**src/source/apu_config.svh**
```systemverilog
`ifndef APU_CONFIG_SVH
`define APU_CONFIG_SVH

// Number of independent lanes in the array
`define APU_LANES 4

// General purpose registers held by each lane
`define APU_REGS 4

// Lane and register indices are sized from these two
// with $clog2, so keep both at 2 or above

`endif

```
**src/source/apu_readback.sv**
```systemverilog
`timescale 1ns/100ps

`include "apu_config.svh"

module apu_readback (
	input  logic                                   clk,
	input  logic                                   rst_n,
	input  logic                                   rd_en,
	input  logic [$clog2(`APU_LANES)-1:0]          rd_lane,
	input  logic [$clog2(`APU_REGS)-1:0]           rd_reg,
	input  logic [`APU_LANES-1:0][`APU_REGS-1:0][31:0] lane_regs,
	input  logic [`APU_LANES-1:0]                  lane_fc,
	input  logic [`APU_LANES-1:0]                  lane_fz,
	input  logic [`APU_LANES-1:0]                  lane_fs,
	output logic                                   rd_valid,
	output logic [31:0]                            rd_data,
	output logic                                   rd_fc,
	output logic                                   rd_fz,
	output logic                                   rd_fs
);

	always_ff @(posedge clk) begin
		if (!rst_n)
			rd_valid <= 1'b0;
		else
			rd_valid <= rd_en;
	end

	// Data holds its last value between reads
	always_ff @(posedge clk) begin
		if (rd_en) begin
			rd_data <= lane_regs[rd_lane][rd_reg];
			rd_fc   <= lane_fc[rd_lane];
			rd_fz   <= lane_fz[rd_lane];
			rd_fs   <= lane_fs[rd_lane];
		end
	end

endmodule

```
**config.mk**
```make
export PLATFORM = sky130hd
export DESIGN_NAME = apu_readback
export DESIGN_NICKNAME = d
export VERILOG_FILES = /design/src/source/apu_readback.sv
export VERILOG_INCLUDE_DIRS = /design/src /design/src/source
export SDC_FILE = /design/constraint.sdc
export NUM_CORES = 1
export LEC_CHECK = 0
export ABC_AREA = 1
export ABC_CLOCK_PERIOD_IN_PS = 3350
export BUFFER_PORTS_ARGS = -buffer_cell sky130_fd_sc_hd__buf_2
export CAP_MARGIN = 20
export CORE_AREA = 2 2 218 220
export DETAILED_ROUTE_END_ITERATION = 6
export DIE_AREA = 0 0 220 222
export GPL_TIMING_DRIVEN = 0
export PLACE_DENSITY = 0.36
export SLEW_MARGIN = 0
export SYNTH_ARGS = -nofsm -noshare
export SYNTH_HDL_FRONTEND = slang
export SYNTH_SLANG_ARGS = --single-unit
```
**constraint.sdc**
```tcl
create_clock -name clk -period 3.35 [get_ports clk]
set_clock_uncertainty 0.2 [all_clocks]
set_input_delay 0.1675 -clock clk [delete_from_list [all_inputs] [get_ports clk]]
set_output_delay 0.1675 -clock clk [all_outputs]
set_load 0.01 [all_outputs]
```
After elaboration in Yosys (flattened, before gate mapping). Cells that the tools add are included.

Bits in registers: 36. Output and inout port bits: 36. Word-level logic and storage cells: 17.

Muxes and demuxes: 10. $lt $le $gt $ge: 2.

Operator list (number): binary-select mux 128 bit (select 2 bit) (1); 2-to-1 mux 128 bit (1); binary-select mux 32 bit (select 2 bit) (1); 2-to-1 mux 32 bit (1); binary-select mux 1 bit (select 2 bit) (3); less-than comparator 2 x 3 -> 1 bit, second input constant (2); 2-to-1 mux 1 bit (3).

Logic depth before layout (Yosys ltp).
Depth after elaboration: 4. Depth in mapped cells: 8.

Worst setup path after synthesis. No wires, ideal clock.

Path type: input port to flip-flop. Start point: input port rd_reg[0]. End point: register rd_data[11], data pin. Setup slack: 1976 ps. Data required time: 2896 ps. Arrival time: 920 ps. Library setup time: 254 ps. Buffers on the path: 2. Stages: 5. Path through: clkbuf_1 > clkbuf_1 > nand3_1 > nand3_1 > nand2_1.

Longest elaborated chain between the ends: 2.

Ends and longest elaborated chain: start, declared (RTL line apu_readback.sv:10) `` input logic [$clog2(`APU_REGS)-1:0] rd_reg, ``; binary-select mux 32 bit (select 2 bit) (RTL line apu_readback.sv:32) `rd_data <= lane_regs[rd_lane][rd_reg];`; 2-to-1 mux 32 bit (not written as such) (RTL line apu_readback.sv:32); end signal, assigned (RTL line apu_readback.sv:32); end, declared (RTL line apu_readback.sv:16) `output logic [31:0] rd_data,`.

No other way between the ends. The select of a mux whose other input is x is not followed. A chain may end at the register's enable or synchronous reset.

Final worst setup path.
Start point: input port rd_reg[0]. End point: register rd_data[19], data pin.

Same word-level chain as after synthesis.

==> reports/qor.txt <==
status - finished clean
Residual DRC - 0
layout cells sized above 1 - 29.6%
RSZ-0062 raised after global routing - false
Antenna Nets Post-Route - 0
post-cts resize count - 0
Setup-failing EPs final - 0
Slew HR - 37.2%
Synth Area per Inst - 4.72 µm²
Post-CTS Setup Inserts - 0
vias in the first global route - 12006
crit path kind - input pin to register
final WL - 57800 µm
Least-Margin Pin Slew - 0.942 ns
cell row count - 79
hold depth - 3
final slew viol count - 0
Period minus WS final - 2.31 ns
H-tree depth - 2
VDD IR max - 0.000180 V
per-cell routed wire length - 20.7 µm
Max Freq - 433 MHz
Die ar. - 48800 µm²
Hold Crit Class - input pin to register
gpl congestion - 0.918
CTS Buf Count - 5
Hold Buf Count CTS - 2
hpwl dp - 48800 µm
most frequent cells in the layout - nand2_1 (673), buf_2 (620), inv_1 (386)
CTS tree - built
core footprint - 46300 µm²
setup TNS - 0 ns
area delta synth->final - 50.2%
Crit path required time - 3.21 ns
net count after synthesis - 2134
height of the die - 222 µm
initial antenna violation count - 25
clk slew on worst S/H paths - 0.07 ns
chip width - 220 µm
Hold WS - 0.0156 ns
crit share post-route - 69.0%
Pleak - 7.54 nW
register area share after synthesis - 14.2%
Synth warnings - 0
flip-flop and latch count after synthesis - 36
Critical Path Start Type - input pin
Yosys cell types - 13
clock buffer depth - 2
routed vias - 11779
Root Driver - clkbuf_16
hold path endpoint - rd_fc
DR pass1 iterations - 5
Global Route Usage Sum - 23.1%
IO Port Bufs - 564
Cell Area, Synth - 7570 µm²
DRT iter0 DRCs - 662
leading cell type in the layout, fill and taps excluded - nand2_1
Hold Violations, Final - 0
Post-Synthesis Cells - 1603
Worst Path Arrival - 2.17 ns
IO Count - 567
nets@finish - 2708
clk sink count - 36
largest net degree at the start of global routing - 29
CP Max Fanout - 10
Fillers - 5694
GR Overflow Total - 0
max-cap violations - 0
vias per cell - 4.22
pwr/cell area - 221 nW/µm²
starting density of the core - 16.4%
Hold Startpoint - lane_fc[0]
first-pass GRT wire length - 80500 µm
CP endpoint kind - register
[report_power, final]
part	switching (mW)	internal, mW	total (mW)
Combinational	0.833	0.523	1.36
Clock	0.268	0.320	0.588
Sequential	0.0116	0.557	0.568
[stage by stage]
step	cell area, µm²	worst slack (ns)	instances	total power [mW]	util, %
final	11400	1.04	2794	2.51	24.6
after global placement	11100	0.646	2774	1.95	24.1
after global routing	11400	0.936	2787	2.71	24.5
after floorplan	7570	1.98	1603	1.21	-
after detailed placement	11200	0.644	2775	1.95	24.1
after CTS	11300	0.998	2785	2.56	24.5
[synthesized netlist by cell type]
cell type,n,share of area [%]
buf_1,9,0.45
buf_2,56,3.7
buf_4,13,1.3
clkbuf_1,28,1.4
dfxtp_1,1,0.26
edfxtp_1,35,14
inv_1,386,19
inv_2,3,0.15
nand2_1,673,33
nand3_1,384,25
nor2_1,6,0.30
o21ai_0,6,0.40
o22ai_1,3,0.25
[registers in the layout (all words and copies together), names as in the netlist]
name and count:
rd_valid 1, rd_fz 1, rd_fc 1, rd_data 32, rd_fs 1
[routing by layer]
metal	GRT usage [%]	wire length, µm	vias to the layer above	share of wire (%)
li1	-	-	5917	-
met1	27.9	24200	5353	42
met2	41.3	28500	431	49
met3	5.88	4320	48	7.5
met4	3.62	589	30	1.0
met5	0	194	-	0.34
[logic make-up after synthesis]
group                  count (synthesis)  share of synthesized area (%)
AND/OR/NAND/NOR                     1063                           59.1
buffers and inverters                495                           26.1
flip-flops                            36                           14.2
AO/OA/AOI/OAI                          9                          0.645
[final cells by class]
| type | instances | area (µm²) | area share (%) |
|---|---|---|---|
| Multi-Input combinational cell | 1072 | 4520 | 39.8 |
| Timing Repair Buffer | 567 | 2860 | 25.2 |
| Inverter | 389 | 1460 | 12.8 |
| Sequential cell | 36 | 1070 | 9.42 |
| Tap cell | 607 | 759 | 6.68 |
| Buffer | 106 | 517 | 4.55 |
| Clock buffer | 8 | 156 | 1.38 |
| Antenna cell | 9 | 22.5 | 0.198 |
[worst max path at each step]
stage / start / endpoint / slack [ns]
global route: rd_reg[0] / rd_data[19] / 0.94
global placement: rd_lane[0] / rd_data[16] / 0.65
finish: rd_reg[0] / rd_data[19] / 1.04
detailed placement: rd_lane[0] / rd_data[16] / 0.64
floorplan: rd_reg[0] / rd_data[11] / 1.98
CTS: rd_lane[0] / rd_data[16] / 1.0
[worst max-delay path, cell delays in order]
cell and delay (ns):
buf_2 0.09, clkbuf_1 0.64, clkbuf_1 0.60, nand3_1 0.29
nand3_1 0.28, nand2_1 0.09
Power figures use the tool's default switching activity.
