==> config.mk <==
export PLATFORM = sky130hd
export DESIGN_NAME = apu_dispatch
export DESIGN_NICKNAME = d
export VERILOG_FILES = /design/src/source/apu_pkg.sv /design/src/source/apu_dispatch.sv
export VERILOG_INCLUDE_DIRS = /design/src /design/src/source
export SDC_FILE = /design/constraint.sdc
export NUM_CORES = 1
export LEC_CHECK = 0
export ABC_AREA = 1
export BUFFER_PORTS_ARGS = -buffer_cell sky130_fd_sc_hd__buf_2
export CAP_MARGIN = 10
export CORE_MARGIN = 4
export CORE_UTILIZATION = 34
export DETAILED_ROUTE_END_ITERATION = 8
export GPL_TIMING_DRIVEN = 0
export PLACE_DENSITY = 0.78
export SYNTH_ARGS = -nofsm -noshare
export SYNTH_HDL_FRONTEND = slang
export SYNTH_SLANG_ARGS = --single-unit
export TNS_END_PERCENT = 10
==> constraint.sdc <==
create_clock -name clk -period 0.8 [get_ports clk]
set_input_delay 0.16 -clock clk [delete_from_list [all_inputs] [get_ports clk]]
set_output_delay 0.16 -clock clk [all_outputs]
set_load 0.005 [all_outputs]
==> src/source/apu_config.svh <==
`ifndef APU_CONFIG_SVH
`define APU_CONFIG_SVH

// Number of independent lanes in the array
`define APU_LANES 4

// General purpose registers held by each lane
`define APU_REGS 4

// Lane and register indices are sized from these two
// with $clog2, so keep both at 2 or above

`endif

==> src/source/apu_pkg.sv <==
package apu_pkg;

	// ALU opcodes, grouped by the top two bits
	typedef enum logic [3:0] {
		ALU_LOAD,	// Logic group
		ALU_AND,
		ALU_OR,
		ALU_XOR,
		ALU_ADD,	// Adder group, low bit selects carry in
		ALU_ADC,
		ALU_SUB,
		ALU_SBC,
		ALU_RR,		// Right shifts
		ALU_RRC,
		ALU_SRA,
		ALU_SRZ,
		ALU_RL,		// Left shifts
		ALU_RLC,
		ALU_MUL,	// Multiplier
		ALU_MULS
	} alu_func_e;

	// Operand width in bytes minus one
	typedef enum logic [1:0] {
		SZ8,
		SZ16,
		SZ24,
		SZ32
	} op_size_e;

endpackage

==> src/source/apu_dispatch.sv <==
`timescale 1ns/100ps

`include "apu_config.svh"

module apu_dispatch import apu_pkg::*; (
	input  logic                          clk,
	input  logic                          rst_n,
	input  logic                          cmd_valid,
	input  logic [$clog2(`APU_LANES)-1:0] cmd_lane,
	input  alu_func_e                     cmd_func,
	input  op_size_e                      cmd_sz,
	input  logic [$clog2(`APU_REGS)-1:0]  cmd_dst,
	input  logic [$clog2(`APU_REGS)-1:0]  cmd_src,
	input  logic [31:0]                   cmd_arg,
	output logic [`APU_LANES-1:0]         issue,
	output alu_func_e                     iss_func,
	output op_size_e                      iss_sz,
	output logic [$clog2(`APU_REGS)-1:0]  iss_dst,
	output logic [$clog2(`APU_REGS)-1:0]  iss_src,
	output logic [31:0]                   iss_arg
);

	// One-hot strobe, low in idle cycles
	always_ff @(posedge clk) begin
		issue <= '0;
		if (rst_n && cmd_valid)
			issue[cmd_lane] <= 1'b1;
	end

	// Command fields shared by all lanes
	always_ff @(posedge clk) begin
		iss_func <= cmd_func;
		iss_sz   <= cmd_sz;
		iss_dst  <= cmd_dst;
		iss_src  <= cmd_src;
		iss_arg  <= cmd_arg;
	end

endmodule

# Word-level counts from Yosys, hierarchy flattened
# Index checks and enable logic that the tools add are counted.
[word_totals]
input_bits = 47
out_inout_bits = 46
register_bits = 46
[classes]
n_mux = 2
n_reduce_logical = 2
order_cmp = 2
[op_table]
columns = ["op", "count"]
rows = [
  ["2-bit by 3-bit less-than comparator with 1-bit output (second input constant)", 1],
  ["1-bit demux with 2-bit select", 1],
  ["2-bit by 1-bit greater-or-equal comparator with 1-bit output (second input constant)", 1],
  ["1-bit logical AND", 2],
  ["1-bit two-way mux", 1],
]

# Longest topological paths before layout
# Gate-level depths: netlist (run 1).
[logic_depth]
ltp_word = 4
mapped_depth = 3

# Worst setup path after synthesis (run 1)
# OpenSTA, ideal clock, no wires.
[synth_path]
kind = "register to output"
start = "register iss_arg[0]"
end = "output iss_arg[0]"
required_ps = 640
stages_incl_launch_ff = 1
setup_slack_ps = 342
arrival_time_ps = 298
n_path_buf = 0
path_cell_list = "dfxtp_1"
[synth_rtl]
columns = ["element", "line_no", "text"]
rows = [
  ["start, declared", "apu_dispatch.sv:20", "output logic [31:0] iss_arg"],
  ["start signal, assigned", "apu_dispatch.sv:36", "iss_arg <= cmd_arg;"],
]
# No word-level cell between the ends.

# Worst setup path in the final report (run 1)
[layout_path]
start = "register issue[0]"
end = "output issue[0]"
[layout_rtl]
columns = ["element", "line_no", "text"]
rows = [
  ["start, declared", "apu_dispatch.sv:15", "output logic [`APU_LANES-1:0] issue,"],
  ["start signal, assigned", "apu_dispatch.sv:25", "issue <= '0;"],
  ["start signal, assigned by index", "apu_dispatch.sv:27", "issue[cmd_lane] <= 1'b1;"],
]
# No word-level cell between the ends.

==> impl_results.md, run 1 <==
* Run status: complete, but fails checks
* Failing checks: negative setup slack
* Clk buf depth at 2
* Synthesized flop and latch total at 46
* Max VDD drop at 1.96 mV
* Mapped Area at 962 µm²
* Initial core utilization at 35.2%
* # IOs at 93
* Layout area overhead at 113%
* RSZ-0062 raised after global routing: true
* Slowest CP cell: dfxtp_1
* Min-Delay Path Class: primary input to register
* Hold-critical path endpoint: issue[1]
* Post-CTS Setup Repair Bufs at 0
* Total wire length at 3.68 mm
* Setup WS post-layout at -0.171 ns
* Crit. End Element: output pin
* Max-Cap Viols at 0
* Synth Area in Compound Gates at 0%
* Synth top area cells: dfxtp_1 96%, nand2_1 2.0%, nor2_1 1.6%
* Worst Path Max Fanout at 1
* Core area at roughly 2700 µm²
* Critical path arrival at 0.81 ns
* Crit path time final at 0.971 ns
* Synth Area in Simple Gates at 3.51%
* Port buffer count at around 90
* Kind of critical path: register to output pin
* Post-Synth Adder-Cell Area at 0%
* Startpoint Class: register
* Drt initial violations at 24
* Pre-antenna DRT Iters at 4
* Worst-path clk slew at between 0.1 and 0.15 ns
* First-pass GRT wire length at 4.73 mm
* Post-Route Setup TNS at -6.45 ns
* Pleak at between 1 and 1.5 nW
* Hold Crit Depth at 3
* Final critical-path share of the clock period at 121%
* Delay-heaviest family, CP: flip-flops
* ANT cells at 0
* Fin util at 74.9%
* Req. time, crit path at 0.64 ns
* Routed len/inst at 16.0 µm
* Final setup fails at 46
* Vias in the first global route at 1029
* DP HPWL at 1.91 mm
* Grt ovf at 0
* Root buffer cell: clkbuf_4
* Worst hold path startpoint: cmd_lane[0]
* Clock sinks at 46
* GRT Util Overall at 18.5%
* F_max at 1.03 GHz
* WP buf/inv at 1
* Die Y at approximately 60 µm
* Reg area at 940 µm²
* Die Area at 3740 µm²
* GPL Wtd Cong at 0.678
* Core Rows at 19
* H-tree Lvls at 2
* Critical-path cell list: buf_2
* Mux share of post-synthesis cell area at 0%
* CP max stage delay at 0.35 ns
* Synthesized Nets at 104
* Synth area leader: dfxtp_1
* Initial antenna violation count at 0
* Layout cells sized above 1 at 57.3%
* Drt drc at 0
* Num CTS Buffers at 5
* Largest net degree at the start of global routing at 15
* Die span in x at 61.2 µm
* Filler Cell Count at between 150 and 200
* Xor/xnor share of the synthesized area at 0%
* Sequential share of the synthesized area at 95.7%
* Layout Nets at approximately 250
* Synth cell types at 4
* TritonCTS clock tree: yes
* Pre-CTS setup slack at 0.224 ns
* Vias per cell at 4.24
* Remaining antenna violation count at 0
* Footprint of the multi-input gates at 33.8 µm²
* Worst-margin pin slew at 0.169 ns
* Yosys warnings at 0
* WHS at 0.0779 ns
* Max_slew headroom at between 80% and 90%
* Synthesized area per cell at ~17 µm²
* Fin. max-slew vios at 0
* Final Hold Fails at 0
* Main combinational cell family by area after synthesis: simple AND/OR/NAND/NOR gates
* Yosys top cell area share at 95.7%
* P per Cell Area at 2080 nW/µm²
* Vias at between 900 and 1000
* Synth Instances at 57
[synthesized netlist by cell type]
master and instances:
nor2_1 4, dfxtp_1 46, inv_1 2, nand2_1 5
[where the power goes]
group | switching, mW | internal [mW] | total (mW)
logic | 0.147 | 0.319 | 0.466
registers | 0.0392 | 2.42 | 2.45
clock network | 0.680 | 0.660 | 1.34
[routing by layer]
layer	vias up	part of all wire, %	global-route usage (%)
li1	453	-	-
met3	12	13	10.1
met1	438	30	16.3
met2	73	53	33.7
met4	0	3.6	9.29
met5	-	0	0
[tightest hold or removal path, delay by kind of cell]
kind	cells	cell delay, ns
buffers and inverters	1	0.12
AND/OR/NAND/NOR	2	0.11
[timing repair]
action,in CTS,in global routing
setup endpoints to repair,46,46
cloned,0,0
endpoints found under the hold margin,42,0
resized for setup,5,21
hold buffers,42,0
[sequential cells by signal, indices dropped and copies added (netlist names)]
signal    cells
iss_arg      32
iss_func      4
iss_dst       2
issue         4
iss_src       2
iss_sz        2
[cells in the final DEF, fill, tap and decap left out, types with 2 or more instances in the layout]
cell type | synthesis | layout
nand2_1 | 5 | 5
dfxtp_1 | 46 | 31
dlygate4sd3_1 | 0 | 42
nor2_1 | 4 | 4
dfxtp_2 | 0 | 15
buf_2 | 0 | 81
inv_1 | 2 | 2
buf_6 | 0 | 11
clkbuf_4 | 0 | 5
[logic make-up (layout without fill, tap and decap cells)]
kind of cell           count (synthesis)  count (layout)
flip-flops                            46              46
AND/OR/NAND/NOR                        9               9
buffers and inverters                  2             144
[layout make-up]
cell class              count  share of cell area [%]
well taps                  31                    1.89
inverters                   2                   0.367
clock inverters             2                    1.83
flip-flops and latches     46                    45.9
clock buffers               6                    2.02
repair buffers            134                    46.4
multi-input cells           9                    1.65
[metrics by stage]
step / area [µm²] / total power [mW] / instances
2_1_floorplan: 962 / 2.52 / 57
3_3_place_gp: 1460 / 2.73 / 180
3_5_place_dp: 1460 / 2.75 / 180
4_1_cts: 1980 / 4.24 / 230
5_1_grt: 2050 / 4.45 / 230
6_report: 2050 / 4.26 / 230
[how the worst max path moves through the flow]
stage	endpoint	start	slack [ns]	cells after the start
global placement	iss_arg[16]	iss_arg[16]	0.24	1
CTS	iss_arg[4]	iss_arg[4]	-0.18	1
global route	iss_func[1]	iss_func[1]	-0.22	1
floorplan	iss_arg[0]	iss_arg[0]	0.34	0
finish	issue[0]	issue[0]	-0.17	1
detailed placement	iss_arg[23]	iss_arg[23]	0.22	1
(Power assumes the default switching activity.)
==> run 2: changes to the inputs <==
- ABC_CLOCK_PERIOD_IN_PS: default -> 800
- CORE_ASPECT_RATIO: default -> 1.25
==> impl_results.md, run 2 (synthesis gave the netlist of run 1 again) <==
* Die Y at 67.5 µm (was 61.2 µm)
* Biggest register: iss_arg (unchanged)
* Max-Cap Viols at 0 (unchanged)
* Crit path time final at 0.944 ns (was 0.971 ns)
* # IOs at 93 (unchanged)
* Filler Cell Count at 192 (was 170)
* Critical path arrival at 0.78 ns (was 0.81 ns)
* Drt drc at 0 (unchanged)
* Vias per cell at 3.88 (was 4.24)
* Largest net degree at the start of global routing at 13 (was 15)
* Layout Nets at 245 (unchanged)
* Final Hold Fails at 0 (unchanged)
* Total wire length at 2.89 mm (was 3.68 mm)
* WHS at 0.0512 ns (was 0.0779 ns)
* ANT cells at 0 (unchanged)
* Most common cell after layout, fill and taps aside: buf_2 (unchanged)
* TritonCTS clock tree: yes (unchanged)
* Vias at 900 (was 976)
* Fin. max-slew vios at 0 (unchanged)
* Critical-path cell list: buf_2 (unchanged)
* Port buffer count at 92 (unchanged)
* Startpoint Class: register (unchanged)
* Initial antenna violation count at 0 (unchanged)
* Clock sinks at 46 (unchanged)
* Final critical-path share of the clock period at 118% (was 121%)
* Core Rows at 21 (was 19)
* Initial core utilization at 35.6% (was 35.2%)
* Core area at 2710 µm² (was 2730 µm²)
* Fin util at 72.4% (was 74.9%)
* Setup WS post-layout at -0.144 ns (was -0.171 ns)
* Pre-antenna DRT Iters at 2 (was 4)
* Largest regs: iss_arg: 32 flops, iss_func: 4 flops, issue: 4 flops (unchanged)
* GRT Util Overall at 16.4% (was 18.5%)
* Vias in the first global route at 956 (was 1029)
* RSZ-0062 raised after global routing: true (unchanged)
* Req. time, crit path at 0.64 ns (about the same)
* Pre-CTS setup slack at 0.231 ns (was 0.224 ns)
* Root buffer cell: clkbuf_4 (unchanged)
* Clk buf depth at 2 (unchanged)
* Failing checks: negative setup slack (unchanged)
* DP HPWL at 1.82 mm (was 1.91 mm)
* F_max at 1.06 GHz (was 1.03 GHz)
* Layout cells sized above 1 at 53.5% (was 57.3%)
* Die Area at 3750 µm² (was 3740 µm²)
* Crit. End Element: output pin (unchanged)
* Max VDD drop at 1.42 mV (was 1.96 mV)
* WP buf/inv at 1 (unchanged)
* GPL Wtd Cong at 0.665 (was 0.678)
* Layout area overhead at 104% (was 113%)
* Kind of critical path: register to output pin (unchanged)
* Worst-margin pin slew at 0.122 ns (was 0.169 ns)
* Most frequent cells in the layout: 89 x buf_2, 42 x dlygate4sd3_1, 37 x dfxtp_1 (was 81 x buf_2, 42 x dlygate4sd3_1, 31 x dfxtp_1)
* Final setup fails at 46 (unchanged)
* First-pass GRT wire length at 4.31 mm (was 4.73 mm)
* Run status: complete, but fails checks (unchanged)
* Final Power at 3.80 mW (was 4.26 mW)
* Dpl cells at 183 (was 180)
* Final instance area at 1960 µm² (was 2050 µm²)
* Drt initial violations at 16 (was 24)
* CP max stage delay at 0.33 ns (was 0.35 ns)
* Fin cells at 232 (was 230)
* Routed len/inst at 12.5 µm (was 16.0 µm)
* Min-Delay Path Class: primary input to register (unchanged)
* Delay-heaviest family, CP: flip-flops (unchanged)
* P per Cell Area at 1940 nW/µm² (was 2080 nW/µm²)
* Pleak at 0.989 nW (was 1.02 nW)
* Post-place instance area at 1470 µm² (was 1460 µm²)
* H-tree Lvls at 2 (unchanged)
* Slowest CP cell: dfxtp_1 (unchanged)
* Max reg flops at 32 (unchanged)
* Remaining antenna violation count at 0 (unchanged)
* Num CTS Buffers at 5 (unchanged)
* Max_slew headroom at 91.9% (was 88.7%)
* Worst Path Max Fanout at 1 (unchanged)
* Post-Route Setup TNS at -5.68 ns (was -6.45 ns)
* Worst-path clk slew at 0.11 ns (was 0.13 ns)
* Die span in x at 55.6 µm (was 61.2 µm)
* Grt ovf at 0 (unchanged)
## run 2: cell type report
cell class / count / area, µm² / area share, %
flip-flops and latches: 46 / 932 / 47.5
inverters: 2 / 7.51 / 0.383
repair buffers: 134 / 900 / 45.9
clock buffers: 7 / 45.0 / 2.30
multi-input cells: 9 / 33.8 / 1.72
well taps: 34 / 42.5 / 2.17
## run 2: path summary, 6_finish.rpt
check	from	slack, ns	end	cells past startpoint
max	iss_arg[25]	-0.14	iss_arg[25]	1
min	cmd_lane[1]	0.05	issue[3]	3
## run 2: power by group
group | switching (mW) | total [mW] | internal, mW
clock | 0.596 | 0.929 | 0.332
sequential | 0.0297 | 2.44 | 2.41
combinational | 0.129 | 0.427 | 0.298
total | 0.755 | 3.80 | 3.04
## run 2: timing repair
action,in CTS,in global routing
hold buffers,42,0
cloned,0,0
endpoints found under the hold margin,42,0
endpoints found under the setup margin,46,46
setup buffers,0,0
gates resized for setup,1,11
## run 2: routing by layer
metal	vias up	GRT usage, %	wire, µm
li1	451	-	-
met5	-	0	0
met3	6	9.18	304
met4	0	6.38	50
met1	383	13.3	876
met2	60	32.5	1660
==> run 3: changes to the inputs <==
- ABC_AREA: 1 -> default
==> impl_results.md, run 3 <==
* Delay-heaviest family, CP: flip-flops (unchanged)
* Layout Nets at 238 (was 245)
* Worst-path clk slew at 0.13 ns (was 0.11 ns)
* RSZ-0062 raised after global routing: true (unchanged)
* Sequential share of the synthesized area at 95.3% (was 95.7%)
* Mapped Area at 966 µm² (was 962 µm²)
* Crit path time final at 0.962 ns (was 0.944 ns)
* Initial antenna violation count at 0 (unchanged)
* Die Area at 3760 µm² (was 3750 µm²)
* Synth top area cells: dfxtp_1 95%, and4b_2 2.3%, and4bb_2 1.3% (was dfxtp_1 96%, nand2_1 2.0%, nor2_1 1.6%)
* Largest net degree at the start of global routing at 16 (was 13)
* NetSw at 0.862 mW (was 0.755 mW)
* Startpoint Class: register (unchanged)
* Total wire length at 3.17 mm (was 2.89 mm)
* Logic gate share of total power at 9.6% (was 11.2%)
* Synth cell types at 4 (unchanged)
* Initial core utilization at 35.7% (was 35.6%)
* Drt initial violations at 20 (was 16)
* H-tree Lvls at 2 (unchanged)
* F_max at 1.04 GHz (was 1.06 GHz)
* M2 GR Usage at 36.4% (was 32.5%)
* Kind of critical path: register to output pin (unchanged)
* TritonCTS clock tree: yes (unchanged)
* GPL Wtd Cong at 0.659 (was 0.665)
* P per Cell Area at 2230 nW/µm² (was 1940 nW/µm²)
* Fin. max-slew vios at 0 (unchanged)
* Post-synth ARST share at 0% (unchanged)
* Slowest CP cell: dfxtp_2 (was dfxtp_1)
* Sequential share of power at 53.6% (was 64.3%)
* Min-Delay Path Class: primary input to register (unchanged)
* Remaining antenna violation count at 0 (unchanged)
* Port buffer count at 92 (unchanged)
* Pleak at 1.02 nW (was 0.989 nW)
* CP max stage delay at 0.35 ns (was 0.33 ns)
* Final critical-path share of the clock period at 120% (was 118%)
* Final setup fails at 46 (unchanged)
* Post-Route Setup TNS at -6.65 ns (was -5.68 ns)
* Final Hold Fails at 0 (unchanged)
* Switching share of total power at 18.9% (was 19.9%)
* Clock sinks at 46 (unchanged)
* Layout area overhead at 112% (was 104%)
* Synthesized flop and latch total at 46 (unchanged)
* Routed len/inst at 14.0 µm (was 12.5 µm)
* Failing checks: negative setup slack (unchanged)
* Post-synth EDFFs at 0 (unchanged)
* Die Y at 67.6 µm (was 67.5 µm)
* Largest regs: iss_arg: 32 flops, iss_func: 4 flops, issue: 4 flops (unchanged)
* Vias in the first global route at 1007 (was 956)
* Max VDD drop at 1.91 mV (was 1.42 mV)
* Pre-antenna DRT Iters at 4 (was 2)
* Synth cell count leaders: 46 x dfxtp_1, 2 x and4b_2, 1 x and4_2, 1 x and4bb_2 (was 46 x dfxtp_1, 5 x nand2_1, 4 x nor2_1)
* Synth area leader: dfxtp_1 (unchanged)
* Run status: complete, but fails checks (unchanged)
* GRT Util Overall at 17.4% (was 16.4%)
* Max_slew headroom at 91.5% (was 91.9%)
* Critical-path cell list: buf_6 (was buf_2)
* Crit. End Element: output pin (unchanged)
* ANT cells at 0 (unchanged)
* Grt ovf at 0 (unchanged)
* Biggest register: iss_arg (unchanged)
* GRT Max-Usage Layer: met2 (unchanged)
* Max reg flops at 32 (unchanged)
* Num CTS Buffers at 5 (unchanged)
* Drt drc at 0 (unchanged)
* # IOs at 93 (unchanged)
* WP buf/inv at 1 (unchanged)
* Synth Instances at 50 (was 57)
* Core Rows at 21 (unchanged)
* Synthesized Nets at 97 (was 104)
* First-pass GRT wire length at 4.75 mm (was 4.31 mm)
* Pre-CTS setup slack at 0.177 ns (was 0.231 ns)
* Synthesized area per cell at 19.3 µm² (was 16.9 µm²)
* Root buffer cell: clkbuf_4 (unchanged)
* Req. time, crit path at 0.64 ns (about the same)
* Die span in x at 55.7 µm (was 55.6 µm)
* Critical path arrival at 0.80 ns (was 0.78 ns)
* Clock share of power at 36.8% (was 24.5%)
* Worst Path Max Fanout at 1 (unchanged)
* Ys flop type: dfxtp_1 (unchanged)
* Core area at 2710 µm² (unchanged)
* Most frequent cells in the layout: 86 x buf_2, 42 x dlygate4sd3_1, 37 x dfxtp_1 (was 89 x buf_2, 42 x dlygate4sd3_1, 37 x dfxtp_1)
* M3 GR Usage at 8.03% (was 9.18%)
* M1 GR Usage at 13.3% (about the same)
* Max-Cap Viols at 0 (unchanged)
* Int Pwr at 3.70 mW (was 3.04 mW)
* Layout cells sized above 1 at 58.9% (was 53.5%)
* Yosys warnings at 0 (unchanged)
* Yosys top cell area share at 95.3% (was 95.7%)
* Clk buf depth at 2 (unchanged)
* Most common cell after layout, fill and taps aside: buf_2 (unchanged)
* Vias per cell at 4.06 (was 3.88)
* Count leader, synth: dfxtp_1 (unchanged)
* Worst-margin pin slew at 0.128 ns (was 0.122 ns)
* Fin util at 75.5% (was 72.4%)
* Setup WS post-layout at -0.162 ns (was -0.144 ns)
* Vias at 917 (was 900)
## run 3: per-stage QoR
step           cell area (µm²)  total power [mW]  hold WS (ns)  instances
2_1_floorplan              966              2.51         0.188         50
3_3_place_gp              1470              2.73         0.263        176
3_5_place_dp              1470              2.74         0.264        176
4_1_cts                   2000              4.56         0.109        226
5_1_grt                   2040              4.74        0.0942        226
6_report                  2040              4.56         0.133        226
## run 3: path summary, 6_finish.rpt
| kind | depth (start not counted) | slack, ns | to | from |
|---|---|---|---|---|
| max | 1 | -0.16 | iss_arg[26] | iss_arg[26] |
| min | 2 | 0.13 | issue[3] | cmd_lane[1] |
## run 3: cell families (layout without fill, tap and decap cells)
family / count (synthesis) / in the layout / synth area share (%)
buf+inv: 0 / 142 / 0
flops: 46 / 46 / 95.3
simple gates: 4 / 4 / 4.66
## run 3: routing by layer
metal  part of all wire (%)  wire length (µm)  vias up
met5                      0                 0        -
met4                    2.3                74        0
met3                    9.5               300       10
met2                     60              1910       57
met1                     28               890      409
li1                       -                 -      441
## run 3: area by class of cell
| class | instances | area (µm²) |
|---|---|---|
| flip-flops and latches | 46 | 932 |
| repair buffers | 134 | 918 |
| fillers | 175 | 662 |
| clock inverters | 3 | 68.8 |
| multi-input cells | 4 | 45.0 |
| well taps | 34 | 42.5 |
| clock buffers | 5 | 37.5 |
## run 3: power by group through the flow
stage	clock (mW)	combinational, mW	sequential [mW]
final	1.68	0.437	2.44
after global routing	1.81	0.473	2.45
after CTS	1.72	0.413	2.43
after detailed placement	0	0.256	2.49
after global placement	0	0.245	2.48
after floorplan	0	0.00677	2.51
## run 3: repair_timing
| action | in CTS | in global routing |
|---|---|---|
| hold buffers | 42 | 0 |
| setup endpoints to repair | 46 | 46 |
| setup buffers | 0 | 0 |
| endpoints found under the hold margin | 42 | 0 |
| resized for setup | 0 | 15 |
